File: src/hdl/rv_pkg.sv
`default_nettype none

package rv_pkg;

    // Datapath width
    localparam int XLEN = 32;

    // Instruction memory geometry
    localparam int IMEM_DEPTH = 64;            // Words
    localparam int IMEM_AW    = $clog2(IMEM_DEPTH); // Word address bits

    // Major opcodes of the supported subset
    typedef enum logic [6:0] {
        OPC_OP     = 7'b0110011, // Register-register ALU
        OPC_OP_IMM = 7'b0010011, // Register-immediate ALU
        OPC_LUI    = 7'b0110111,
        OPC_AUIPC  = 7'b0010111,
        OPC_BRANCH = 7'b1100011, // BEQ and BNE only
        OPC_JAL    = 7'b1101111,
        OPC_JALR   = 7'b1100111
    } opcode_e;

    // ALU operations
    typedef enum logic [2:0] {
        ALU_ADD = 3'd0,
        ALU_SUB = 3'd1,
        ALU_AND = 3'd2,
        ALU_OR  = 3'd3,
        ALU_XOR = 3'd4,
        ALU_SLT = 3'd5  // Signed compare
    } alu_op_e;

    // Immediate layouts
    typedef enum logic [1:0] {
        IMM_I = 2'd0,
        IMM_U = 2'd1,
        IMM_B = 2'd2,
        IMM_J = 2'd3
    } imm_fmt_e;

    // Operand A source
    typedef enum logic [1:0] {
        A_REG  = 2'd0, // rs1
        A_PC   = 2'd1, // AUIPC
        A_ZERO = 2'd2  // LUI
    } a_sel_e;

    // Write-back source
    typedef enum logic [0:0] {
        WB_ALU = 1'b0,
        WB_PC4 = 1'b1  // Link value of JAL and JALR
    } wb_sel_e;

endpackage

`default_nettype wire

File: src/hdl/register_file.sv
`timescale 1ns/1ps
`default_nettype none

module register_file import rv_pkg::*; (
    input  logic            clk,
    input  logic            rst,
    input  logic [4:0]      rs1_i,
    input  logic [4:0]      rs2_i,
    input  logic [4:0]      rd_i,
    input  logic            we_i,
    input  logic [XLEN-1:0] wd_i,
    output logic [XLEN-1:0] rd1_o,
    output logic [XLEN-1:0] rd2_o,
    output logic [XLEN-1:0] a0_o   // x10 tap for the top level
);

    logic [XLEN-1:0] regs [1:31]; // x0 has no storage

    // Writes to x0 dropped
    always_ff @(posedge clk or posedge rst) begin
        if (rst) begin
            for (int i = 1; i < 32; i++) begin
                regs[i] <= '0;
            end
        end else if (we_i && rd_i != 5'd0) begin
            regs[rd_i] <= wd_i;
        end
    end

    // Combinational reads
    always_comb begin
        rd1_o = (rs1_i == 5'd0) ? '0 : regs[rs1_i];
        rd2_o = (rs2_i == 5'd0) ? '0 : regs[rs2_i];
    end

    assign a0_o = regs[10];

endmodule

`default_nettype wire

File: config.mk
export PLATFORM = sky130hd
export DESIGN_NAME = register_file
export DESIGN_NICKNAME = d
export VERILOG_FILES = /design/src/hdl/rv_pkg.sv /design/src/hdl/register_file.sv
export SDC_FILE = /design/constraint.sdc
export NUM_CORES = 2
export LEC_CHECK = 0
export BUFFER_PORTS_ARGS = -buffer_cell sky130_fd_sc_hd__buf_4
export CAP_MARGIN = 20
export CORE_ASPECT_RATIO = 1.5
export CORE_MARGIN = 5
export CORE_UTILIZATION = 30
export CTS_BUF_LIST = sky130_fd_sc_hd__clkbuf_4 sky130_fd_sc_hd__clkbuf_8 sky130_fd_sc_hd__clkbuf_16
export DETAILED_ROUTE_END_ITERATION = 8
export PLACE_DENSITY = 0.51
export SYNTH_ARGS = -nofsm -noshare
export SYNTH_HDL_FRONTEND = slang
export SYNTH_SLANG_ARGS = --single-unit
File: constraint.sdc
create_clock -name clk -period 53 [get_ports clk]
set_clock_uncertainty 0.05 [all_clocks]
set_input_delay 13.25 -clock clk [delete_from_list [all_inputs] [get_ports clk]]
set_output_delay 13.25 -clock clk [all_outputs]
set_load 0.005 [all_outputs]
==> key figures <==
Outcome
  • Status: finished, final reports clean

Die
  • Starting Density: 30.12%
  • I/O pins: 146
  • Die height: 528.2 um
  • Die X: 355.4 um
  • Core area: 0.1783 mm2
  • Die area: 0.1877 mm2
  • Row Count: 190

Setup path
  • R2r setup slk: 52.03 ns
  • Worst Path Arrival: 16.87 ns
  • Critical R2R Launch: a0_o[12]$_DFFE_PP0P_
  • CP Class: in2out
  • CP Capture Type: output port
  • Reg2Reg Depth: 1
  • Reg2reg end: a0_o[12]$_DFFE_PP0P_
  • CP required: 39.70 ns
  • Critical path fanouts, max: 93
  • Worst Setup Start Kind: input pin

Synthesis
  • Top-area cell type share of the netlist area: 46.23%
  • Synth async-reset ratio: 100.0%
  • Synth unique cells: 48
  • Syn Nets: 3,848
  • Post-synthesis sequential area ratio: 46.23%
  • Synthesized area: 0.05370 mm2
  • Leading cell type by number of instances after synthesis: mux2_2
  • Ys flop type: dfrtp_1
  • Leading area contributor after synthesis: dfrtp_1
  • Syn Inst Count: 3,798
  • Avg Inst Size Synth: 14.14 um2
  • Area contributors post-synth: dfrtp_1 (46%), mux2_2 (22%), mux4_2 (17%)
  • Post-synth EDFFs: 0
  • Yosys reg bits: 992
  • Yosys Warn Count: 0
  • Commonest cells in the netlist: mux2_2 (1,072), dfrtp_1 (992), mux4_2 (399)

Clock tree
  • CTS tree: built
  • CTS root buf: clkbuf_16
  • Htree depth: 3
  • Setup Fix Bufs, Post-CTS: 0
  • Cts repair resizes: 0
  • Largest buffer count on any clock path: 3
  • # hold bufs at CTS: 0
  • Inserted Clock Buffers: 117
  • Total clock sinks: 992
  • Clk slew on worst S/H paths: 0.06 ns
  • Clk_lat worst skew: 0.73 ns

Power and ir drop
  • Pwr/cell area: 39.15 mW/mm2
  • Peak VDD IR: 0.00002652 V
  • Lkg Pwr: 25.94 nW
  • Total power: 2.378 mW

Detailed routing
  • Vias per cell: 5.727
  • Total iterations of the first detailed-routing run: 5
  • Routed wire per std cell: 31.88 um
  • DRC viols: 0
  • Initial DRC count: 2,862
  • ANT nets after route: 0
  • Total wire length: 195.4 mm
  • Total vias in the final route: 35,110

STA
  • Final worst path period need: 30.17 ns
  • Unrepaired setup endpoints after global routing: false
  • Worst-Margin Slew: 1.151 ns
  • Final worst slack: 22.83 ns
  • Max Fclk: 33.14 MHz
  • Total Negative Setup Slacks: 0 ns
  • Tightest hold margin: 0.4723 ns
  • Fin. max-slew vios: 0
  • Finish-stage setup viols: 0
  • Final Hold Fails: 0
  • Fin crit share: 56.93%
  • Slew Limit Headroom: 22.46%

Worst hold path
  • Hold Startpoint: regs[814]$_DFFE_PP0P_
  • Class of the tightest hold or removal check: reg2reg
  • Worst hold path depth: 1
  • Hold EP: regs[814]$_DFFE_PP0P_

Placement
  • Placed Cells: 5,905
  • Pre-CTS setup slack: 22.83 ns
  • GPL Wtd Cong: 0.7792
  • Placed cell area: 0.05658 mm2
  • Detailed placer's ending HPWL: 110.7 mm
  • Port Buffer Count: 145

Global route
  • GRT Max-Usage Layer: met2
  • GRT overflow: 0
  • First-pass GRT wire length: 280.6 mm
  • Vias in the first global route: 37,160
  • Largest net degree at the start of global routing: 162
  • GRT Util Overall: 20.54%
  • Met2 Resource Use GR: 33.05%
  • Met3 Track Usage GR: 4.675%
  • Met1 Use GR: 27.32%
  • Initial antenna violation count: 22

Finish
  • Final instance area: 0.06076 mm2
  • P&R area growth vs syn: 13.15%
  • Layout fillers: 17,520
  • Core Util, Final: 34.08%
  • Post-Layout Cell Count: 6,130
  • Layout cells sized above 1: 51.44%
  • Final net count: 3,771

Flow run
  • Max-cap violations: 0
[metal layers]
metal,vias to the layer above,share of wire (%)
met3,317,6.7
met5,-,0.038
met2,1195,47
met1,19310,42
li1,14280,-
met4,10,3.6
[registers in the layout (all words and copies together) (netlist names)]
signal  count
regs      960
a0_o       32
[placed cells by master (no fill, tap or decap), types with 14 or more instances in the layout]
cell type and count:
nand2_1 177, nand2_2 16, mux2_2 1072, nand3_1 43, o21ai_0 37, clkinv_2 23
mux2i_1 145, a21oi_1 115, o211ai_1 39, nor2_4 16, clkbuf_4 21, buf_4 223
dfrtp_1 992, nor2_1 51, clkbuf_16 120, nor3_1 37, o221ai_1 15, mux4_2 399
clkbuf_8 30, nor2b_1 53, a221oi_1 54, o32a_1 14
[critical path, stage by stage]
cell     delay [ns]
buf_8          0.55
buf_4          0.76
buf_4          0.55
mux4_2         0.28
nor2_1         0.04
a21oi_1        0.17
a21oi_1        0.09
o21ai_0        0.75
buf_4          0.25
[logic make-up after synthesis]
family | share of synthesized area [%]
compound gates | 3.933
flops | 46.23
buf+inv | 3.887
simple gates | 3.591
mux | 42.36
[final cells by class]
type | count | area (um2) | area share (%)
timing repair buffer | 234 | 1852 | 3.048
inverter | 8 | 40.04 | 0.06590
tap | 2304 | 2883 | 4.745
clock buffer | 171 | 3573 | 5.882
clock inverter | 45 | 574.3 | 0.9453
multi-input combinational | 2368 | 26990 | 44.42
antenna | 8 | 20.02 | 0.03295
sequential | 992 | 24820 | 40.86
[how the worst max path moves through the flow]
stage	to	start	cells after the start	slack [ns]
after floorplan	a0_o[0]$_DFFE_PP0P_	rst	1	11.79
after global placement	rd2_o[22]	rs2_i[1]	9	22.73
after detailed placement	rd1_o[17]	rs1_i[0]	9	22.83
after CTS	rd1_o[17]	rs1_i[0]	9	22.83
after global routing	rd1_o[17]	rs1_i[0]	9	22.68
final	rd2_o[28]	rs2_i[2]	9	22.83
[power breakdown]
group	switching, mW	total [mW]	internal [mW]
Sequential	0.116	1.02	0.906
Combinational	0.206	0.489	0.283
Clock	0.343	0.866	0.524
No activity file was read; power rests on OpenSTA's default activity.
