$ cat src/hdl/rv_pkg.sv
`default_nettype none

package rv_pkg;

    // Datapath width
    localparam int XLEN = 32;

    // Instruction memory geometry
    localparam int IMEM_DEPTH = 64;            // Words
    localparam int IMEM_AW    = $clog2(IMEM_DEPTH); // Word address bits

    // Major opcodes of the supported subset
    typedef enum logic [6:0] {
        OPC_OP     = 7'b0110011, // Register-register ALU
        OPC_OP_IMM = 7'b0010011, // Register-immediate ALU
        OPC_LUI    = 7'b0110111,
        OPC_AUIPC  = 7'b0010111,
        OPC_BRANCH = 7'b1100011, // BEQ and BNE only
        OPC_JAL    = 7'b1101111,
        OPC_JALR   = 7'b1100111
    } opcode_e;

    // ALU operations
    typedef enum logic [2:0] {
        ALU_ADD = 3'd0,
        ALU_SUB = 3'd1,
        ALU_AND = 3'd2,
        ALU_OR  = 3'd3,
        ALU_XOR = 3'd4,
        ALU_SLT = 3'd5  // Signed compare
    } alu_op_e;

    // Immediate layouts
    typedef enum logic [1:0] {
        IMM_I = 2'd0,
        IMM_U = 2'd1,
        IMM_B = 2'd2,
        IMM_J = 2'd3
    } imm_fmt_e;

    // Operand A source
    typedef enum logic [1:0] {
        A_REG  = 2'd0, // rs1
        A_PC   = 2'd1, // AUIPC
        A_ZERO = 2'd2  // LUI
    } a_sel_e;

    // Write-back source
    typedef enum logic [0:0] {
        WB_ALU = 1'b0,
        WB_PC4 = 1'b1  // Link value of JAL and JALR
    } wb_sel_e;

endpackage

`default_nettype wire

$ cat src/hdl/instr_mem.sv
`timescale 1ns/1ps
`default_nettype none

module instr_mem import rv_pkg::*; (
    input  logic               clk,
    input  logic               rst,
    input  logic               run_i,        // Core started
    // Program load port
    input  logic               prog_valid_i,
    input  logic [IMEM_AW-1:0] prog_addr_i,  // Word address
    input  logic [XLEN-1:0]    prog_data_i,
    output logic               prog_ready_o,
    // Fetch read port
    input  logic [XLEN-1:0]    addr_i,       // Byte address from PC
    output logic [XLEN-1:0]    instr_o
);

    logic [XLEN-1:0]    mem [IMEM_DEPTH]; // Program storage, no reset
    logic [IMEM_AW-1:0] rd_word;

    // Loading only allowed before start
    assign prog_ready_o = ~run_i;

    // Write on handshake
    always_ff @(posedge clk) begin
        if (prog_valid_i && prog_ready_o) begin
            mem[prog_addr_i] <= prog_data_i;
        end
    end

    // Drop byte offset, upper bits wrap
    assign rd_word = addr_i[IMEM_AW+1:2];
    assign instr_o = mem[rd_word]; // Async read

    // Offered word left untouched once the core runs
    a_no_write_while_running: assert property (
        @(posedge clk) disable iff (rst)
        run_i |=> mem[$past(prog_addr_i)] == $past(mem[prog_addr_i])
    ) else $error("instr_mem: program word changed while core running");

endmodule

`default_nettype wire

$ cat config.mk
export PLATFORM = sky130hd
export DESIGN_NAME = instr_mem
export DESIGN_NICKNAME = d
export VERILOG_FILES = /design/src/hdl/rv_pkg.sv /design/src/hdl/instr_mem.sv
export SDC_FILE = /design/constraint.sdc
export NUM_CORES = 2
export LEC_CHECK = 0
export BUFFER_PORTS_ARGS = -buffer_cell sky130_fd_sc_hd__buf_2
export CAP_MARGIN = 10
export CORE_UTILIZATION = 60
export DETAILED_ROUTE_END_ITERATION = 8
export HOLD_SLACK_MARGIN = 0.08
export PLACE_DENSITY = 0.84
export SETUP_SLACK_MARGIN = 0.4
export SLEW_MARGIN = 20
export SYNTH_ARGS = -nofsm -noshare
export SYNTH_HDL_FRONTEND = slang
export SYNTH_SLANG_ARGS = --single-unit
export TNS_END_PERCENT = 5
$ cat constraint.sdc
create_clock -name clk -period 4.5 [get_ports clk]
set_clock_uncertainty 0.05 [all_clocks]
set_input_delay 0.225 -clock clk [delete_from_list [all_inputs] [get_ports clk]]
set_output_delay 0.225 -clock clk [all_outputs]
set_load 0.005 [all_outputs]
==> impl_metrics.tcl <==
set metrics [dict create \
    synth_edf_count 2048 \
    grt_pass1_vias 41600 \
    period_share_pct 83.1 \
    synth.distinct_cells 37 \
    die-area_um2 131000 \
    crit_path_cell_trace "buf_8 > buf_4 > nor2b_1 > buf_4 > a22oi_1 > nand3_1 > a21oi_1 > or4_1 > buf_2" \
    async_reset_ff_share_pct 0 \
    cts_max_level 4 \
    crit_family "simple AND/OR/NAND/NOR gates" \
    regMostFlops "mem" \
    crit_path_max_fanout 49 \
    ios 107 \
    synthCells 3474 \
    detailed_place_hpwl_um 115000 \
    p_leak_uw 0.0275 \
    synth_top_flop_cell "edfxtp_1" \
    place_inst 5247 \
    wl_um 217000 \
    clk_pin_slew_ns 0.06 \
    ir_worst_vdd_v 0.000442 \
    end_kind "primary output" \
    crit_path_max_incr_delay_ns 0.69 \
    hold_path.startpoint "prog_data_i[12]" \
    core_area_um2 128000 \
    firstDrtPassIters 5 \
    drc 0 \
    area_growth_pct 12.8 \
    hold_class "in2reg" \
    drt_iter0_drc 7029 \
    netlist_area_um2 77700 \
    cp-start-kind "input port" \
    arrival_ns 3.47 \
    path_class "in2out" \
    syn_avg_cell_area_um2 22.4 \
    hold_viol_final 0 \
    syn_nets 3548 \
    cts_resized 0 \
    whs_path_depth 1 \
    critPathRequiredTime_ns 4.22 \
    nets 3805 \
    vias 41200 \
    ant_nets 0 \
    drv_slew 0 \
    cts_tree "built" \
    wl_per_cell_um 38.6 \
    largest_reg_flops 2048 \
    crit_top_cell "buf_4" \
    ys_seq_area_share_pct 79.1 \
    whs_endpoint "mem[47][12]" \
    grt_pass1_wl_um 303000 \
    post-route-util_pct 68.5 \
    max_freq_mhz 267 \
    power.density_nw_per_um2 440 \
    maxCapViolCount 0 \
    status "complete, no violations" \
    die_x_um 362 \
    crit_buf_inv 4 \
    ys_ff_latch 2048 \
    min_period_ns 3.74 \
    cts_buffers 186 \
    gp_congestion 0.840 \
    largestRegisters "mem (2048)" \
    drive_gt1_share_pct 26.5 \
    io_buffers 79 \
    yosys_warnings 0 \
    track_usage_pct 33.5 \
    worst_pin_slew_ns 1.23 \
    die_height_um 362 \
    setup_viol 0 \
    cts_max_path_buffers 3 \
    grt_remaining_overflow 0 \
    fp-row-count 131 \
    start_util_pct 60.7 \
    viasPerCell 7.33 \
    grt_start_max_net_pins 73 \
    cts-root-buf "clkbuf_16" \
    relSlewSlack_pct 18.3 \
    setup-tns-final_ns 0 \
    grt_setup_unrepaired "false" \
    cp_slowest_cell "or4_1" \
    layout.cells.non_filler 5622 \
    cts.sinks 2048 \
    antenna_found_initial 14 \
]
[cells in the final DEF, fill, tap and decap left out, types with 8 or more instances in the layout]
master and instances:
edfxtp_1 2048, mux4_2 436, a22oi_1 254, clkbuf_16 187, buf_4 165, mux2i_1 157
a21oi_1 121, nor2_4 67, buf_2 57, nand2_1 48, clkinv_1 39, clkbuf_1 38
clkinv_2 34, or4_1 31, nand3_1 31, buf_12 25, dlygate4sd3_1 24, o2111ai_1 17
bufinv_16 15, clkinvlp_4 12, o211ai_1 8
[layer usage]
metal	vias up	share of wire, %	GRT usage (%)	wire, um
met1	20900	31	43.1	68200
met2	4217	47	52.2	102000
met4	20	6.2	18.7	13500
li1	15400	-	-	-
met5	-	0.066	0	142
met3	735	15	9.14	32400
[report_power, final]
group | internal [uW] | total, uW | switching, uW
clock | 8540 | 15600 | 7080
combinational | 663 | 1910 | 1250
sequential | 21100 | 21100 | 23.0
[synthesized netlist by cell type (all sizes together) (2+ instances only)]
master	number	area [um^2]
nand3	31	155
a22oi	254	1910
edfxtp	2048	61500
o31ai	2	15.0
o211ai	8	60.1
nand3b	4	30.0
o2111ai	17	149
buf	115	651
mux2i	157	1570
or3b	2	17.5
mux4	436	9820
nand2	48	180
a21oi	121	606
o22ai	5	31.3
and2	4	25.0
clkbuf	90	338
nor2	72	270
nand2b	4	25.0
or4	31	233
nor2b	12	75.1
[worst max-delay path by stage]
stage / start / end / cells after the start
CTS: addr_i[2] / instr_o[13] / 9
global placement: addr_i[2] / instr_o[15] / 7
finish: addr_i[2] / instr_o[13] / 9
floorplan: prog_addr_i[5] / mem[39][0] / 4
detailed placement: addr_i[2] / instr_o[6] / 9
global route: addr_i[2] / instr_o[13] / 9
[cells by family (layout without fill, tap and decap cells)]
| family | after synthesis | after routing | share of synthesized area, % |
|---|---|---|---|
| AND/OR/NAND/NOR | 217 | 217 | 1.38 |
| flip-flops | 2048 | 2048 | 79.1 |
| buffers and inverters | 206 | 618 | 1.28 |
| AO/OA/AOI/OAI | 410 | 410 | 3.59 |
| other | 0 | 7 | 0 |
| multiplexers | 593 | 593 | 14.7 |
[repair_timing]
| item | 4_1_cts | 5_1_grt |
|---|---|---|
| buffers inserted | 0 | 0 |
| hold endpoints to repair | 264 | 1183 |
| hold buffers | 5 | 19 |
[cell type report]
| class | instances | area [um^2] |
|---|---|---|
| inverters | 1 | 3.75 |
| diodes | 7 | 17.5 |
| flip-flops and latches | 2048 | 61500 |
| well taps | 1729 | 2160 |
| clock buffers | 225 | 4820 |
| multi-input cells | 1220 | 15800 |
| clock inverters | 118 | 1080 |
| fillers | 7118 | 40300 |
| repair buffers | 274 | 2310 |
[stage by stage]
stage	worst slack (ns)	total power [uW]	hold slack [ns]	cell area, um^2
2_1_floorplan	1.60	22400	0.274	77700
3_5_place_dp	0.939	23300	0.644	81500
4_1_cts	0.853	38500	0.0899	87400
6_report	0.759	38600	0.145	87700
5_1_grt	0.785	39300	0.142	87700
3_3_place_gp	1.02	23200	0.636	81500
(Power assumes the default switching activity.)
