## src/hdl/rv_pkg.sv

```systemverilog
`default_nettype none

package rv_pkg;

    // Datapath width
    localparam int XLEN = 32;

    // Instruction memory geometry
    localparam int IMEM_DEPTH = 64;            // Words
    localparam int IMEM_AW    = $clog2(IMEM_DEPTH); // Word address bits

    // Major opcodes of the supported subset
    typedef enum logic [6:0] {
        OPC_OP     = 7'b0110011, // Register-register ALU
        OPC_OP_IMM = 7'b0010011, // Register-immediate ALU
        OPC_LUI    = 7'b0110111,
        OPC_AUIPC  = 7'b0010111,
        OPC_BRANCH = 7'b1100011, // BEQ and BNE only
        OPC_JAL    = 7'b1101111,
        OPC_JALR   = 7'b1100111
    } opcode_e;

    // ALU operations
    typedef enum logic [2:0] {
        ALU_ADD = 3'd0,
        ALU_SUB = 3'd1,
        ALU_AND = 3'd2,
        ALU_OR  = 3'd3,
        ALU_XOR = 3'd4,
        ALU_SLT = 3'd5  // Signed compare
    } alu_op_e;

    // Immediate layouts
    typedef enum logic [1:0] {
        IMM_I = 2'd0,
        IMM_U = 2'd1,
        IMM_B = 2'd2,
        IMM_J = 2'd3
    } imm_fmt_e;

    // Operand A source
    typedef enum logic [1:0] {
        A_REG  = 2'd0, // rs1
        A_PC   = 2'd1, // AUIPC
        A_ZERO = 2'd2  // LUI
    } a_sel_e;

    // Write-back source
    typedef enum logic [0:0] {
        WB_ALU = 1'b0,
        WB_PC4 = 1'b1  // Link value of JAL and JALR
    } wb_sel_e;

endpackage

`default_nettype wire

```

## src/hdl/decoder.sv

```systemverilog
`timescale 1ns/1ps
`default_nettype none

module decoder import rv_pkg::*; (
    input  logic            [XLEN-1:0] instr_i,
    input  logic                       valid_i,
    output logic                       reg_we_o,
    output alu_op_e                    alu_op_o,
    output a_sel_e                     a_sel_o,
    output logic                       b_imm_o,     // Operand B is the immediate
    output wb_sel_e                    wb_sel_o,
    output logic                       branch_o,
    output logic                       branch_ne_o, // BNE, else BEQ
    output logic                       jump_o,
    output logic                       jalr_o,
    output logic            [XLEN-1:0] imm_o
);

    opcode_e    opcode;
    logic [2:0] funct3;
    logic [6:0] funct7;
    imm_fmt_e   imm_fmt;
    logic       we_d;
    logic       br_d;
    logic       jmp_d;
    logic       jalr_d;

    assign opcode = opcode_e'(instr_i[6:0]);
    assign funct3 = instr_i[14:12];
    assign funct7 = instr_i[31:25];

    always_comb begin
        // Default is a no-op that still retires
        we_d        = 1'b0;
        br_d        = 1'b0;
        jmp_d       = 1'b0;
        jalr_d      = 1'b0;
        alu_op_o    = ALU_ADD;
        a_sel_o     = A_REG;
        b_imm_o     = 1'b0;
        wb_sel_o    = WB_ALU;
        branch_ne_o = 1'b0;
        imm_fmt     = IMM_I;
        case (opcode)
            OPC_OP, OPC_OP_IMM: begin
                b_imm_o = (opcode == OPC_OP_IMM);
                we_d    = 1'b1;
                case (funct3)
                    3'b000: alu_op_o = (opcode == OPC_OP && funct7[5]) ? ALU_SUB : ALU_ADD;
                    3'b111: alu_op_o = ALU_AND;
                    3'b110: alu_op_o = ALU_OR;
                    3'b100: alu_op_o = ALU_XOR;
                    3'b010: begin
                        alu_op_o = ALU_SLT;
                        we_d     = (opcode == OPC_OP); // SLTI outside the subset
                    end
                    default: we_d = 1'b0; // Shifts etc. not supported
                endcase
            end
            OPC_LUI: begin
                we_d    = 1'b1;
                a_sel_o = A_ZERO; // 0 + imm
                b_imm_o = 1'b1;
                imm_fmt = IMM_U;
            end
            OPC_AUIPC: begin
                we_d    = 1'b1;
                a_sel_o = A_PC;   // pc + imm
                b_imm_o = 1'b1;
                imm_fmt = IMM_U;
            end
            OPC_BRANCH: begin
                br_d        = (funct3 == 3'b000) || (funct3 == 3'b001);
                branch_ne_o = funct3[0];
                alu_op_o    = ALU_SUB; // Result unused, eq flag decides
                imm_fmt     = IMM_B;
            end
            OPC_JAL: begin
                we_d     = 1'b1;
                jmp_d    = 1'b1;
                wb_sel_o = WB_PC4;
                imm_fmt  = IMM_J;
            end
            OPC_JALR: begin
                we_d     = 1'b1;
                jmp_d    = 1'b1;
                jalr_d   = 1'b1; // Target from rs1
                wb_sel_o = WB_PC4;
            end
            default: ;
        endcase
    end

    // Sign-extended immediates
    always_comb begin
        case (imm_fmt)
            IMM_U:   imm_o = {instr_i[31:12], 12'b0};
            IMM_B:   imm_o = {{19{instr_i[31]}}, instr_i[31], instr_i[7],
                              instr_i[30:25], instr_i[11:8], 1'b0};
            IMM_J:   imm_o = {{11{instr_i[31]}}, instr_i[31], instr_i[19:12],
                              instr_i[20], instr_i[30:21], 1'b0};
            default: imm_o = {{20{instr_i[31]}}, instr_i[31:20]}; // I-type
        endcase
    end

    // Side effects only for a valid instruction
    assign reg_we_o = valid_i & we_d;
    assign branch_o = valid_i & br_d;
    assign jump_o   = valid_i & jmp_d;
    assign jalr_o   = valid_i & jalr_d;

endmodule

`default_nettype wire

```

## config.mk

```make
export PLATFORM = sky130hd
export DESIGN_NAME = decoder
export DESIGN_NICKNAME = d
export VERILOG_FILES = /design/src/hdl/rv_pkg.sv /design/src/hdl/decoder.sv
export SDC_FILE = /design/constraint.sdc
export NUM_CORES = 1
export LEC_CHECK = 0
export BUFFER_PORTS_ARGS = -buffer_cell sky130_fd_sc_hd__buf_2
export CAP_MARGIN = 10
export CORE_AREA = 2 2 47 49
export DETAILED_ROUTE_END_ITERATION = 8
export DIE_AREA = 0 0 49 51
export PLACE_DENSITY = 0.77
export SLEW_MARGIN = 20
export SYNTH_ARGS = -nofsm -noshare
export SYNTH_HDL_FRONTEND = slang
export SYNTH_SLANG_ARGS = --single-unit
```

## constraint.sdc

```tcl
create_clock -name vclk -period 2.2
set_input_delay 0.66 -clock vclk [all_inputs]
set_output_delay 0.66 -clock vclk [all_outputs]
set_load 0.03 [all_outputs]
```

==> summary.md <==
| Metric | Value |
|---|---|
| Fin crit share | `116.1%` |
| WL final | `3223 um` |
| Wire per inst | `15.72 um` |
| HPWL after detailed placement | `1926 um` |
| Row count | `17` |
| Area Overhead vs Synth | `214.2%` |
| Hold depth | `3` |
| # clk buffers | `0` |
| CP Cell Sequence | `buf_8 -> or3b_4 -> a21oi_4 -> buf_6 -> a21oi_2 -> o32a_4 -> buf_6` |
| Setup crit end kind | `output pin` |
| Worst Setup Start Kind | `input pin` |
| DR pass1 iterations | `4` |
| Nets@finish | `212` |
| CP max FO | `6` |
| Tot Pwr | `0.3312 mW` |
| Antenna-violating nets left | `0` |
| DIE HEIGHT | `51 um` |
| ANT cells | `0` |
| Via count | `1041` |
| Final design instance area without fill | `1714 um^2` |
| Fmax | `391.5 MHz` |
| Final worst setup slack | `-0.3544 ns` |
| Die width | `49 um` |
| Leakage Power | `0.8958 nW` |
| Slowest CP cell | `or3b_4` |
| Post-synthesis sequential area ratio | `0%` |
| Layout cells sized above 1 | `84.75%` |
| Final core occ | `83.08%` |
| Max-Cap Viols | `0` |
| Worst path arrival time | `1.89 ns` |
| Min Tclk post-route | `2.554 ns` |
| Initial DRC Count | `9` |
| Largest net degree at the start of global routing | `9` |
| Outcome | `finished with violations` |
| Number of port buffers | `77` |
| Mapped Nets | `111` |
| Hold Crit Class | `in -> out` |
| Multi-input gate area | `737.0 um^2` |
| GR Overflow Total | `0` |
| Synth top area share | `27.52%` |
| Post-synth top cells | `a21o_1, nor2b_1, a22o_1, inv_1, nor2_1` |
| Max Slew Vio Count | `0` |
| Violated checks | `negative setup slack` |
| Critical Path RT | `1.54 ns` |
| Core area | `2063 um^2` |
| Worst slew pin tran | `0.3566 ns` |
| Critical path class | `in -> out` |
| I/O pins | `77` |
| DR DRC count | `0` |
| Initial antenna violation count | `0` |
| Area of the mapped netlist | `545.5 um^2` |
| Die Area | `2499 um^2` |
| Netlist cell types | `31` |
| Top cell by count, worst path | `buf_6` |
| RePlAce Congestion | `0.7891` |
| Overall Global Routing Usage | `23.55%` |
| Power Density | `193.2 nW/um^2` |
| FFs & Latches | `0` |
| Vias in the first global route | `1070` |
| Final setup viols | `43` |
| Synth top area cells | `a21o_1, nor2b_1, a22o_1` |
| RSZ-0062 raised after global routing | `true` |
| Register area | `0 um^2` |
| Yosys Warn Count | `0` |
| Synth Instances | `78` |
| Syn Area/Cell | `6.994 um^2` |
| Placed cell areas | `1197 um^2` |
| First-pass GRT wire length | `4802 um` |
| Starting Density | `26.44%` |
| Cell taking the most area after synthesis | `a21o_1` |
| Vias/cell | `5.078` |
| Pre-CTS setup slack | `-0.3898 ns` |
| Max incr delay on CP | `0.40 ns` |
| Worst VDD drop | `157.8 uV` |
| # fillers | `118` |
| Endpoints failing hold | `0` |
| Slew headroom | `76.06%` |
| Count leader, synth | `a21o_1` |
-- worst max-delay path, delay by kind of cell --
family                 cells  cell delay [ns]
buffers and inverters      3             0.40
AND/OR/NAND/NOR            1             0.40
AO/OA/AOI/OAI              3             0.43
-- path summary, 6_finish.rpt --
path        start   endpoint  slack (ns)
max    instr_i[6]  imm_o[11]       -0.35
min   instr_i[26]  imm_o[26]        1.63
-- logic make-up after synthesis --
| group | Yosys count | synth area share (%) |
|---|---|---|
| XOR/XNOR | 1 | 1.606 |
| AND/OR/NAND/NOR | 33 | 38.99 |
| buffers and inverters | 12 | 14.22 |
| AO/OA/AOI/OAI | 32 | 45.18 |
-- through the flow --
step / setup TNS [ns] / std cells / hold WS [ns]
2_1_floorplan: -3.949 / 78 / 1.388
3_3_place_gp: -11.44 / 196 / 1.657
3_5_place_dp: -12.89 / 196 / 1.660
4_1_cts: -10.35 / 206 / 1.632
5_1_grt: -12.93 / 205 / 1.641
6_report: -10.71 / 205 / 1.634
-- cell usage in the layout (no fill, tap or decap), drive strengths merged --
cell type / netlist / layout
a21o: 20 / 20
a21oi: 3 / 3
a22o: 4 / 4
a31oi: 1 / 1
and2: 2 / 2
and3: 3 / 3
buf: 7 / 102
clkbuf: 1 / 5
inv: 4 / 4
nand2: 2 / 2
nand2b: 1 / 1
nand3: 1 / 1
nand3b: 1 / 1
nand4b: 1 / 1
nor2: 4 / 4
nor2b: 8 / 8
nor3: 3 / 3
nor3b: 1 / 1
nor4: 3 / 3
o21bai: 1 / 1
o22ai: 1 / 1
o31a: 1 / 1
o32a: 1 / 1
or2: 1 / 1
or3b: 1 / 1
or4: 1 / 1
xnor2: 1 / 1
-- power breakdown --
| part | total, mW | internal, mW | switching [mW] |
|---|---|---|---|
| sequential | 0 | 0 | 0 |
| clock | 0 | 0 | 0 |
| combinational | 0.331 | 0.158 | 0.173 |
-- metal layers --
| metal | up-vias | track usage [%] | share of wire (%) |
|---|---|---|---|
| met5 | - | 0 | 0 |
| met3 | 6 | 2.924 | 5.9 |
| met2 | 61 | 50.68 | 57 |
| met1 | 486 | 24.96 | 35 |
| li1 | 488 | - | - |
| met4 | 0 | 1.429 | 1.9 |
-- layout make-up --
class                      count  area share [%]
tap                           28           2.044
inverter                       4          0.8759
timing repair buffer         107           54.09
multi-input combinational     66           42.99
-- repair_timing --
item	4_1_cts	5_1_grt
endpoints found under the setup margin	42	43
resized for setup	103	33
pin swaps	8	10
hold buffers	0	0
buffers inserted	8	2
gates cloned	4	0
endpoints found under the hold margin	0	0
No activity file was read; power rests on OpenSTA's default activity.
