### src/hdl/rv_pkg.sv
`default_nettype none

package rv_pkg;

    // Datapath width
    localparam int XLEN = 32;

    // Instruction memory geometry
    localparam int IMEM_DEPTH = 64;            // Words
    localparam int IMEM_AW    = $clog2(IMEM_DEPTH); // Word address bits

    // Major opcodes of the supported subset
    typedef enum logic [6:0] {
        OPC_OP     = 7'b0110011, // Register-register ALU
        OPC_OP_IMM = 7'b0010011, // Register-immediate ALU
        OPC_LUI    = 7'b0110111,
        OPC_AUIPC  = 7'b0010111,
        OPC_BRANCH = 7'b1100011, // BEQ and BNE only
        OPC_JAL    = 7'b1101111,
        OPC_JALR   = 7'b1100111
    } opcode_e;

    // ALU operations
    typedef enum logic [2:0] {
        ALU_ADD = 3'd0,
        ALU_SUB = 3'd1,
        ALU_AND = 3'd2,
        ALU_OR  = 3'd3,
        ALU_XOR = 3'd4,
        ALU_SLT = 3'd5  // Signed compare
    } alu_op_e;

    // Immediate layouts
    typedef enum logic [1:0] {
        IMM_I = 2'd0,
        IMM_U = 2'd1,
        IMM_B = 2'd2,
        IMM_J = 2'd3
    } imm_fmt_e;

    // Operand A source
    typedef enum logic [1:0] {
        A_REG  = 2'd0, // rs1
        A_PC   = 2'd1, // AUIPC
        A_ZERO = 2'd2  // LUI
    } a_sel_e;

    // Write-back source
    typedef enum logic [0:0] {
        WB_ALU = 1'b0,
        WB_PC4 = 1'b1  // Link value of JAL and JALR
    } wb_sel_e;

endpackage

`default_nettype wire

### src/hdl/alu.sv
`timescale 1ns/1ps
`default_nettype none

module alu import rv_pkg::*; (
    input  logic    [XLEN-1:0] a_i,
    input  logic    [XLEN-1:0] b_i,
    input  alu_op_e            op_i,
    output logic    [XLEN-1:0] result_o,
    output logic               eq_o      // For BEQ and BNE
);

    logic slt;

    // Signed less-than
    assign slt = $signed(a_i) < $signed(b_i);

    always_comb begin
        case (op_i)
            ALU_ADD: result_o = a_i + b_i;
            ALU_SUB: result_o = a_i - b_i;
            ALU_AND: result_o = a_i & b_i;
            ALU_OR:  result_o = a_i | b_i;
            ALU_XOR: result_o = a_i ^ b_i;
            ALU_SLT: result_o = {{(XLEN-1){1'b0}}, slt}; // 0 or 1
            default: result_o = '0;
        endcase
    end

    assign eq_o = (a_i == b_i);

endmodule

`default_nettype wire

### config.mk
export PLATFORM = sky130hd
export DESIGN_NAME = alu
export DESIGN_NICKNAME = d
export VERILOG_FILES = /design/src/hdl/rv_pkg.sv /design/src/hdl/alu.sv
export SDC_FILE = /design/constraint.sdc
export NUM_CORES = 1
export LEC_CHECK = 0
export BUFFER_PORTS_ARGS = -buffer_cell sky130_fd_sc_hd__buf_2
export CORE_ASPECT_RATIO = 1.75
export CORE_MARGIN = 4
export CORE_UTILIZATION = 40
export DETAILED_ROUTE_END_ITERATION = 7
export GPL_ROUTABILITY_DRIVEN = 0
export GPL_TIMING_DRIVEN = 0
export PLACE_DENSITY = 0.7
export SYNTH_ARGS = -nofsm -noshare
export SYNTH_HDL_FRONTEND = slang
export SYNTH_SLANG_ARGS = --single-unit
### constraint.sdc
create_clock -name vclk -period 6.9
set_input_delay 0.345 -clock vclk [all_inputs]
set_output_delay 0.345 -clock vclk [all_outputs]
set_load 0.05 [all_outputs]
==> out/metrics.csv, run 1 <==
metric,value,unit
status,finished clean,
post-synthesis sequential area ratio,0,
Post-Place Cells,1152,
total grt overflow,0,
Setup Viol. Count Final,0,
Mapped Cells,876,
Worst setup SP type,primary input,
die height,166,um
fin crit period,3.96,ns
"Slowest-stage cell, CP",nor4_1,
mapped cell area,5670,sq um
worst slew pin tran,1.21,ns
final hold violations,0,
Sequential Power Share,0,
critical hold path startpoint,op_i[1],
combinational share of power,1.000,
Via Count,7386,
Port Buffers,99,
static leakage,3.05,nW
HP Class,in -> out,
most common cell in the netlist,inv_1,
Hold Path Stages,6,
cell accounting for the most synthesized area,ha_1,
Residual DRC,0,
GRT Total Usage,0.266,
largest net degree at the start of global routing,11,
Reg area,0,sq um
worst hold slack,1.36,ns
Initial Util,0.408,
Initial DRT Pass Iterations,6,
synth top area cells,"ha_1 22%, a21oi_1 7.4%, inv_1 7.0%",
"Avg Cell Area, Syn",6.48,sq um
crit-path max FO,8,
layout cells sized above 1,0.152,
Finished Layout Cells,1152,
Final Util,0.459,
CP arrival,3.61,ns
worst relative slew slack,0.183,
hold-fix buffers at CTS,0,
Synth top area share,0.223,
Antenna Cells,0,
Iter 0 DRT Violations,697,
antenna violations before repair,0,
unrepaired setup endpoints after global routing,no,
row cnt,57,
setup_tns,0,ns
FILL cells,1568,
DP Wirelength,18.4,mm
sequential cell count,0,
vias per std cell,6.41,
maximum vdd drop,0.0683,mV
max-slew violations,0,
synthesized net count,1046,
wire per inst,19.9,um
Detail Route Antenna Nets,0,
Synth cell types,86,
yosys warns,0,
Required @ worst endpoint,6.55,ns
postcts setup bufs,0,
Clk pwr share,0,
Crit. End Element,primary output,
Area growth syn-to-layout,12.6,%
"slowest stage delay, CP",0.95,ns
P per Cell Area,101,nW/um^2
kind of critical path,in -> out,
cell-internal power,0.000209,W
die extent in x,98.0,um
Net Sw Power,0.000435,W
# resized after CTS,0,
worst path cell trace,buf_2 -> inv_1 -> ha_1 -> clkbuf_1 -> nor4_1 -> o21ai_0 -> nand3_1 -> a2bb2oi_1 -> o31a_1 -> mux2i_1 -> o21ai_0 -> buf_2,
Commonest cells post-synth,"106 x inv_1, 101 x ha_1, 84 x a21oi_1",
die area,16200,sq um
Peak Freq,253,MHz
Final #Nets,1147,
global-route wire length before repair,35.1,mm
Detailed Route WL,22.9,mm
vias in the first global route,6969,
CORE AREA,13900,sq um
switching share of power,0.676,
period utilization,0.573,
WHS Endpoint,result_o[30],
CLK BUF,0,
I/O pin total,100,
max-cap viol count,0,
[placed cells by master, fill, tap and decap left out, types with 5 or more instances in the layout]
master,netlist,routed
inv_1,106,106
nand2b_1,7,7
ha_1,101,101
a31oi_1,11,11
o31ai_1,11,11
a32oi_1,5,5
buf_2,13,112
a211oi_1,15,15
nor2_1,82,82
nor2b_1,9,9
o21a_1,8,8
or3_1,8,8
o21bai_1,12,12
clkbuf_1,25,25
o32a_1,6,6
nor3_1,38,38
mux2i_1,9,9
o22ai_1,19,19
nand3_1,19,19
xnor2_1,12,12
o31a_1,6,6
o21ai_0,62,62
nand2_1,66,66
nand4_1,14,14
buf_4,5,5
a21oi_1,84,84
nor4_1,8,8
o211ai_1,11,11
buf_1,7,7
[area by class of cell]
class | count | area [sq um] | area share
plain buffers | 51 | 234 | 0.0366
repair buffers | 99 | 495 | 0.0775
well taps | 177 | 221 | 0.0347
inverters | 108 | 405 | 0.0634
multi-input cells | 717 | 5030 | 0.788
[power by group through the flow]
| stage | Clock (W) | Sequential (W) | Combinational [W] |
|---|---|---|---|
| 2_1_floorplan | 0 | 0 | 0.000457 |
| 3_3_place_gp | 0 | 0 | 0.000621 |
| 3_5_place_dp | 0 | 0 | 0.000625 |
| 4_1_cts | 0 | 0 | 0.000628 |
| 5_1_grt | 0 | 0 | 0.000691 |
| 6_report | 0 | 0 | 0.000644 |
[through the flow]
step,setup slack (ns),area [sq um],total power [W]
after detailed placement,3.11,6390,0.000625
final,2.94,6390,0.000644
after global routing,2.85,6390,0.000691
after floorplan,3.32,5670,0.000457
after global placement,3.10,6390,0.000621
after CTS,3.10,6390,0.000628
[cell families (layout without fill, tap and decap cells)]
logic type | count (synthesis) | after routing | share of synthesized area
buffers and inverters | 159 | 258 | 0.113
AOI/OAI and AO/OA | 317 | 317 | 0.386
muxes | 13 | 13 | 0.0238
and+or+nand+nor | 269 | 269 | 0.225
adders and majority gates | 103 | 103 | 0.230
xor gates and xnor gates | 15 | 15 | 0.0232
[routing by layer]
| layer | vias up | part of all wire | global-route usage |
|---|---|---|---|
| met1 | 3362 | 0.32 | 0.274 |
| met4 | 0 | 0.096 | 0.214 |
| met3 | 160 | 0.089 | 0.0277 |
| li1 | 3373 | - | - |
| met2 | 491 | 0.49 | 0.482 |
| met5 | - | 0 | 0 |
[how the worst max path moves through the flow]
stage                  from           end  depth (start not counted)
floorplan            b_i[7]  result_o[29]                         11
global placement     a_i[0]  result_o[30]                         13
detailed placement   a_i[0]  result_o[30]                         13
CTS                  a_i[0]  result_o[30]                         13
global route         a_i[1]  result_o[17]                         12
finish              a_i[27]  result_o[29]                         12
[worst max-delay path, delay by kind of cell]
kind | cells | cell delay [ns]
simple gates | 2 | 1.15
compound gates | 4 | 1.11
buf+inv | 4 | 0.65
fa+ha+maj | 1 | 0.27
mux | 1 | 0.07
(Power assumes the default switching activity.)
==> inputs of run 2 (changes only) <==
Settings changed: ABC_AREA set to 1, PLACE_DENSITY 0.7 to 0.72.
Clock period 6.9 ns to 3.5 ns, I/O delays scaled along.
==> run 2 against run 1 <==
  * Global-route usage down 1.4 points
  * Via count up 10%
  * Worst setup slack worse by 2.1 ns
  * Critical endpoint unchanged
  * Critical path type unchanged
==> out/metrics.csv, run 2 <==
metric,value,unit,change
fin crit period,2.66,ns,
"most common cell after layout, fill and taps aside",nand2_1,,
Worst setup SP type,primary input,,
Detailed Route WL,23.9,mm,+4.6%
"slowest stage delay, CP",0.29,ns,-0.66 ns
synthesized net count,1440,,+38%
switching share of power,0.712,,+0.0361
Setup Viol. Count Final,0,,unchanged
Critical path buffers and inverters,4,,unchanged
Detail Route Antenna Nets,0,,unchanged
static leakage,4.58,nW,+50%
Clk pwr share,0,,unchanged
DP Area,7130,sq um,+12%
hold-fix buffers at CTS,0,,unchanged
period utilization,0.759,,
maximum vdd drop,0.0784,mV,+15%
kind of critical path,in -> out,,
P per Cell Area,176,nW/um^2,+75%
vias per std cell,5.24,,-18%
mapped cell area,6400,sq um,+13%
# resized after CTS,0,,unchanged
"Power, Total",0.00125,W,+95%
Synth top area share,0.246,,+0.0231
Critical path origin,a_i[3],,
cell-internal power,0.000362,W,+73%
cell accounting for the most synthesized area,nand2_1,,
die height,175,um,+5.9%
worst path cell trace,buf_2 -> inv_1 -> ha_1 -> buf_6 -> nor2_1 -> nand3_1 -> nand3_1 -> nand2_1 -> nand3_1 -> nand2_1 -> nand3_1 -> nand3_1 -> nand3_1 -> buf_2,,
Peak Freq,376,MHz,
status,finished clean,,
max-cap viol count,0,,unchanged
CLK BUF,0,,unchanged
wire per inst,15.4,um,-23%
Required @ worst endpoint,3.32,ns,-3.23 ns
final hold violations,0,,unchanged
Sequential Power Share,0,,unchanged
max-slew violations,0,,unchanged
"Avg Cell Area, Syn",5.04,sq um,-22%
Net Sw Power,0.000893,W,+110%
CORE AREA,15500,sq um,+12%
Commonest cells post-synth,"419 x nand2_1, 290 x inv_1, 113 x nand3_1",,
Final Util,0.459,,-0.000612
"Design Area, Final",7130,sq um,+12%
"Slowest-stage cell, CP",ha_1,,
Crit. End Element,primary output,,
total grt overflow,0,,unchanged
antenna violations before repair,0,,unchanged
worst slew pin tran,0.816,ns,-0.398 ns
synth top area cells,"nand2_1 25%, ha_1 20%, inv_1 17%",,
die area,18200,sq um,+12%
Area growth syn-to-layout,11.5,%,
Iter 0 DRT Violations,500,,-28%
CP arrival,2.48,ns,-1.13 ns
Residual DRC,0,,unchanged
Via Count,8151,,+10%
post-synthesis sequential area ratio,0,,unchanged
worst setup path end,result_o[29],,
worst hold slack,0.907,ns,-0.455 ns
Initial Util,0.412,,+0.00376
HP Class,in -> out,,
most frequent CP cell,nand3_1,,
Synth cell types,37,,-57%
most common cell in the netlist,nand2_1,,
Crit path depth,14,,+2
"CP delay by family, top",simple AND/OR/NAND/NOR gates,,
yosys warns,0,,unchanged
Final #Nets,1542,,+34%
Port Buffers,100,,+1.0%
setup_tns,0,ns,unchanged
crit-path max FO,8,,unchanged
vias in the first global route,7835,,+12%
global-route wire length before repair,37.0,mm,+5.3%
I/O pin total,100,,unchanged
DP Wirelength,20.6,mm,+12%
unrepaired setup endpoints after global routing,no,,
layout cells sized above 1,0.114,,-0.0379
Reg area,0,sq um,unchanged
Antenna Cells,0,,unchanged
GRT Total Usage,0.252,,-0.0139
combinational share of power,1.000,,about the same
worst relative slew slack,0.456,,+0.273
sequential cell count,0,,unchanged
Initial DRT Pass Iterations,5,,-1
row cnt,60,,+5.3%
die extent in x,104,um,+5.7%
postcts setup bufs,0,,unchanged
largest net degree at the start of global routing,11,,unchanged
Mapped Cells,1270,,+45%
"commonest non-fill, non-tap cells in the layout","419 x nand2_1, 290 x inv_1, 117 x buf_2",,
-- run 2: kinds of logic after synthesis --
family          count (synthesis)  share of synthesized area
simple gates                  680                      0.444
buf+inv                       332                      0.212
compound gates                146                      0.128
fa+ha+maj                     103                      0.204
xor+xnor                        9                     0.0123
-- run 2: final cells by class --
type               count  area [sq um]
well taps            186           233
fillers             1749          8410
repair buffers       100           500
plain buffers         36           244
multi-input cells    938          5040
inverters            296          1110
-- run 2: worst min-delay path by stage --
| stage | startpoint | depth (start not counted) | slack (ns) | to |
|---|---|---|---|---|
| floorplan | op_i[1] | 3 | 0.72 | result_o[0] |
| global placement | op_i[1] | 5 | 0.90 | result_o[0] |
| detailed placement | op_i[1] | 5 | 0.91 | result_o[0] |
| CTS | op_i[1] | 5 | 0.91 | result_o[0] |
| global route | op_i[1] | 5 | 0.94 | result_o[0] |
| finish | op_i[1] | 5 | 0.91 | result_o[0] |
-- run 2: tightest hold or removal path, stage by stage --
cell and delay [ns]:
buf_2 0.15, nor3_1 0.08, nand3_1 0.08, nand2_1 0.05
buf_2 0.20
-- run 2: through the flow --
stage | std cells | worst slack (ns)
6_report | 1556 | 0.844
5_1_grt | 1556 | 0.771
4_1_cts | 1556 | 0.992
3_5_place_dp | 1556 | 0.990
3_3_place_gp | 1556 | 0.986
2_1_floorplan | 1270 | 1.12
-- run 2: layer usage --
layer	GRT usage	wire, um
met5	0	0
met4	0.222	2730
met3	0.0199	1310
met2	0.489	11900
met1	0.232	7970
-- run 2: power by group through the flow --
stage	clock, W	combinational [W]	sequential, W
floorplan	0	0.000884	0
global placement	0	0.00122	0
detailed placement	0	0.00123	0
CTS	0	0.00124	0
global route	0	0.00138	0
finish	0	0.00125	0
==> inputs of run 3 (changes only) <==
Settings changed: ABC_AREA 1 to 0, PLACE_DENSITY 0.72 to 0.73.
Clock period 3.5 ns to 2.2 ns, I/O delays scaled along.
==> run 3 against run 2 <==
  * The run now ends with setup timing left
  * Power grew to 2.5 times the previous value
  * Flip-flop and latch count is the same
  * Final cell count shrank 21%
  * Critical path type unchanged
==> out/metrics.csv, run 3 (synthesized netlist as in run 1, its figures left out) <==
metric,value,unit,change
status,"finished, violations left",,
failing checks,setup timing,,
Finished Layout Cells,1237,,-21%
DP Wirelength,18.8,mm,-8.9%
sequential cell count,0,,unchanged
HP Class,in -> out,,
Detailed Route WL,30.0,mm,+25%
Port Buffers,99,,-1.0%
layout cells sized above 1,0.442,,+0.329
die area,16200,sq um,-11%
P per Cell Area,345,nW/um^2,+96%
global-route wire length before repair,41.8,mm,+13%
Initial Util,0.408,,-0.00376
crit-path max FO,6,,-2
Crit. End Element,primary output,,
vias in the first global route,8152,,+4.0%
Area growth syn-to-layout,61.8,%,
period utilization,1.27,,
unrepaired setup endpoints after global routing,yes,,
final hold violations,0,,unchanged
die height,166,um,-5.6%
vias per std cell,6.89,,+32%
Setup Viol. Count Final,30,,+30
worst slew pin tran,0.948,ns,+0.132 ns
Initial DRT Pass Iterations,7,,+2
I/O pin total,100,,unchanged
Antenna Cells,0,,unchanged
"most common cell after layout, fill and taps aside",buf_4,,
Residual DRC,0,,unchanged
Required @ worst endpoint,2.09,ns,-1.23 ns
static leakage,3.93,nW,-14%
CP arrival,2.69,ns,+0.21 ns
Final #Nets,1232,,-20%
total grt overflow,0,,unchanged
CORE AREA,13900,sq um,-11%
Post-Place Cells,1152,,-26%
FILL cells,1062,,-39%
Via Count,8524,,+4.6%
kind of critical path,in -> out,,
CLK BUF,0,,unchanged
worst relative slew slack,0.366,,-0.0903
Setup WS pre-CTS,-1.19,ns,-2.18 ns
multi-input combinational cell area,6500,sq um,+29%
Detail Route Antenna Nets,0,,unchanged
Peak Freq,357,MHz,
antenna violations before repair,0,,unchanged
"Design Area, Final",9180,sq um,+29%
GRT Total Usage,0.319,,+0.0669
largest net degree at the start of global routing,11,,unchanged
maximum vdd drop,0.242,mV,+210%
Iter 0 DRT Violations,890,,+78%
die extent in x,98.0,um,-5.4%
Reg area,0,sq um,unchanged
fin crit period,2.80,ns,
max-slew violations,0,,unchanged
hold-fix buffers at CTS,0,,unchanged
DP Area,6980,sq um,-2.2%
wire per inst,24.3,um,+58%
row cnt,57,,-5.0%
max-cap viol count,0,,unchanged
Worst setup SP type,primary input,,
"commonest non-fill, non-tap cells in the layout","81 x buf_4, 77 x nor2_1, 74 x inv_1",,
final setup margin,-0.603,ns,-1.45 ns
==> run 3: worst max-delay path: stages <==
cell	delay, ns
buf_8	0.10
inv_4	0.06
ha_4	0.21
buf_8	0.13
buf_4	0.14
nor2_1	0.18
o21ai_2	0.11
buf_4	0.16
a31oi_4	0.20
o31ai_4	0.12
o211ai_4	0.31
a21boi_4	0.13
or3_4	0.36
a32oi_4	0.18
buf_6	0.19
==> run 3: through the flow <==
step	setup TNS, ns	utilization	hold slack, ns	total power, W
6_report	-11.88	0.660	0.849	0.00317
4_1_cts	-7.59	0.608	0.830	0.00271
3_5_place_dp	-22.27	0.502	0.883	0.00217
5_1_grt	-13.49	0.660	0.885	0.00329
2_1_floorplan	-1.86	-	0.519	0.00162
3_3_place_gp	-21.96	0.502	0.875	0.00215
==> run 3: repair_timing <==
| item | in CTS | in global routing |
|---|---|---|
| setup endpoints to repair | 33 | 32 |
| setup buffers | 67 | 28 |
| gates resized for setup | 260 | 141 |
| pin swaps | 75 | 69 |
==> run 3: routing by layer <==
layer | share of wire | routed length, um | vias up | GRT usage
li1 | - | - | 3551 | -
met1 | 0.32 | 9470 | 3842 | 0.327
met2 | 0.48 | 14500 | 819 | 0.576
met3 | 0.099 | 2960 | 312 | 0.0517
met4 | 0.10 | 3040 | 0 | 0.238
met5 | 0 | 0 | - | 0
==> run 3: area by class of cell <==
cell class,instances,area share
multi-input cells,717,0.708
repair buffers,192,0.182
inverters,108,0.0551
plain buffers,43,0.0303
well taps,177,0.0241
==> run 3: final timing paths <==
kind | from | slack [ns] | to | cells after the start
worst max-delay path | b_i[6] | -0.60 | result_o[30] | 15
worst min-delay path | op_i[1] | 0.85 | result_o[30] | 6
==> run 3: report_power, final <==
part | total, W | switching (W) | internal, W
logic | 0.00317 | 0.00189 | 0.00128
registers | 0 | 0 | 0
clock network | 0 | 0 | 0
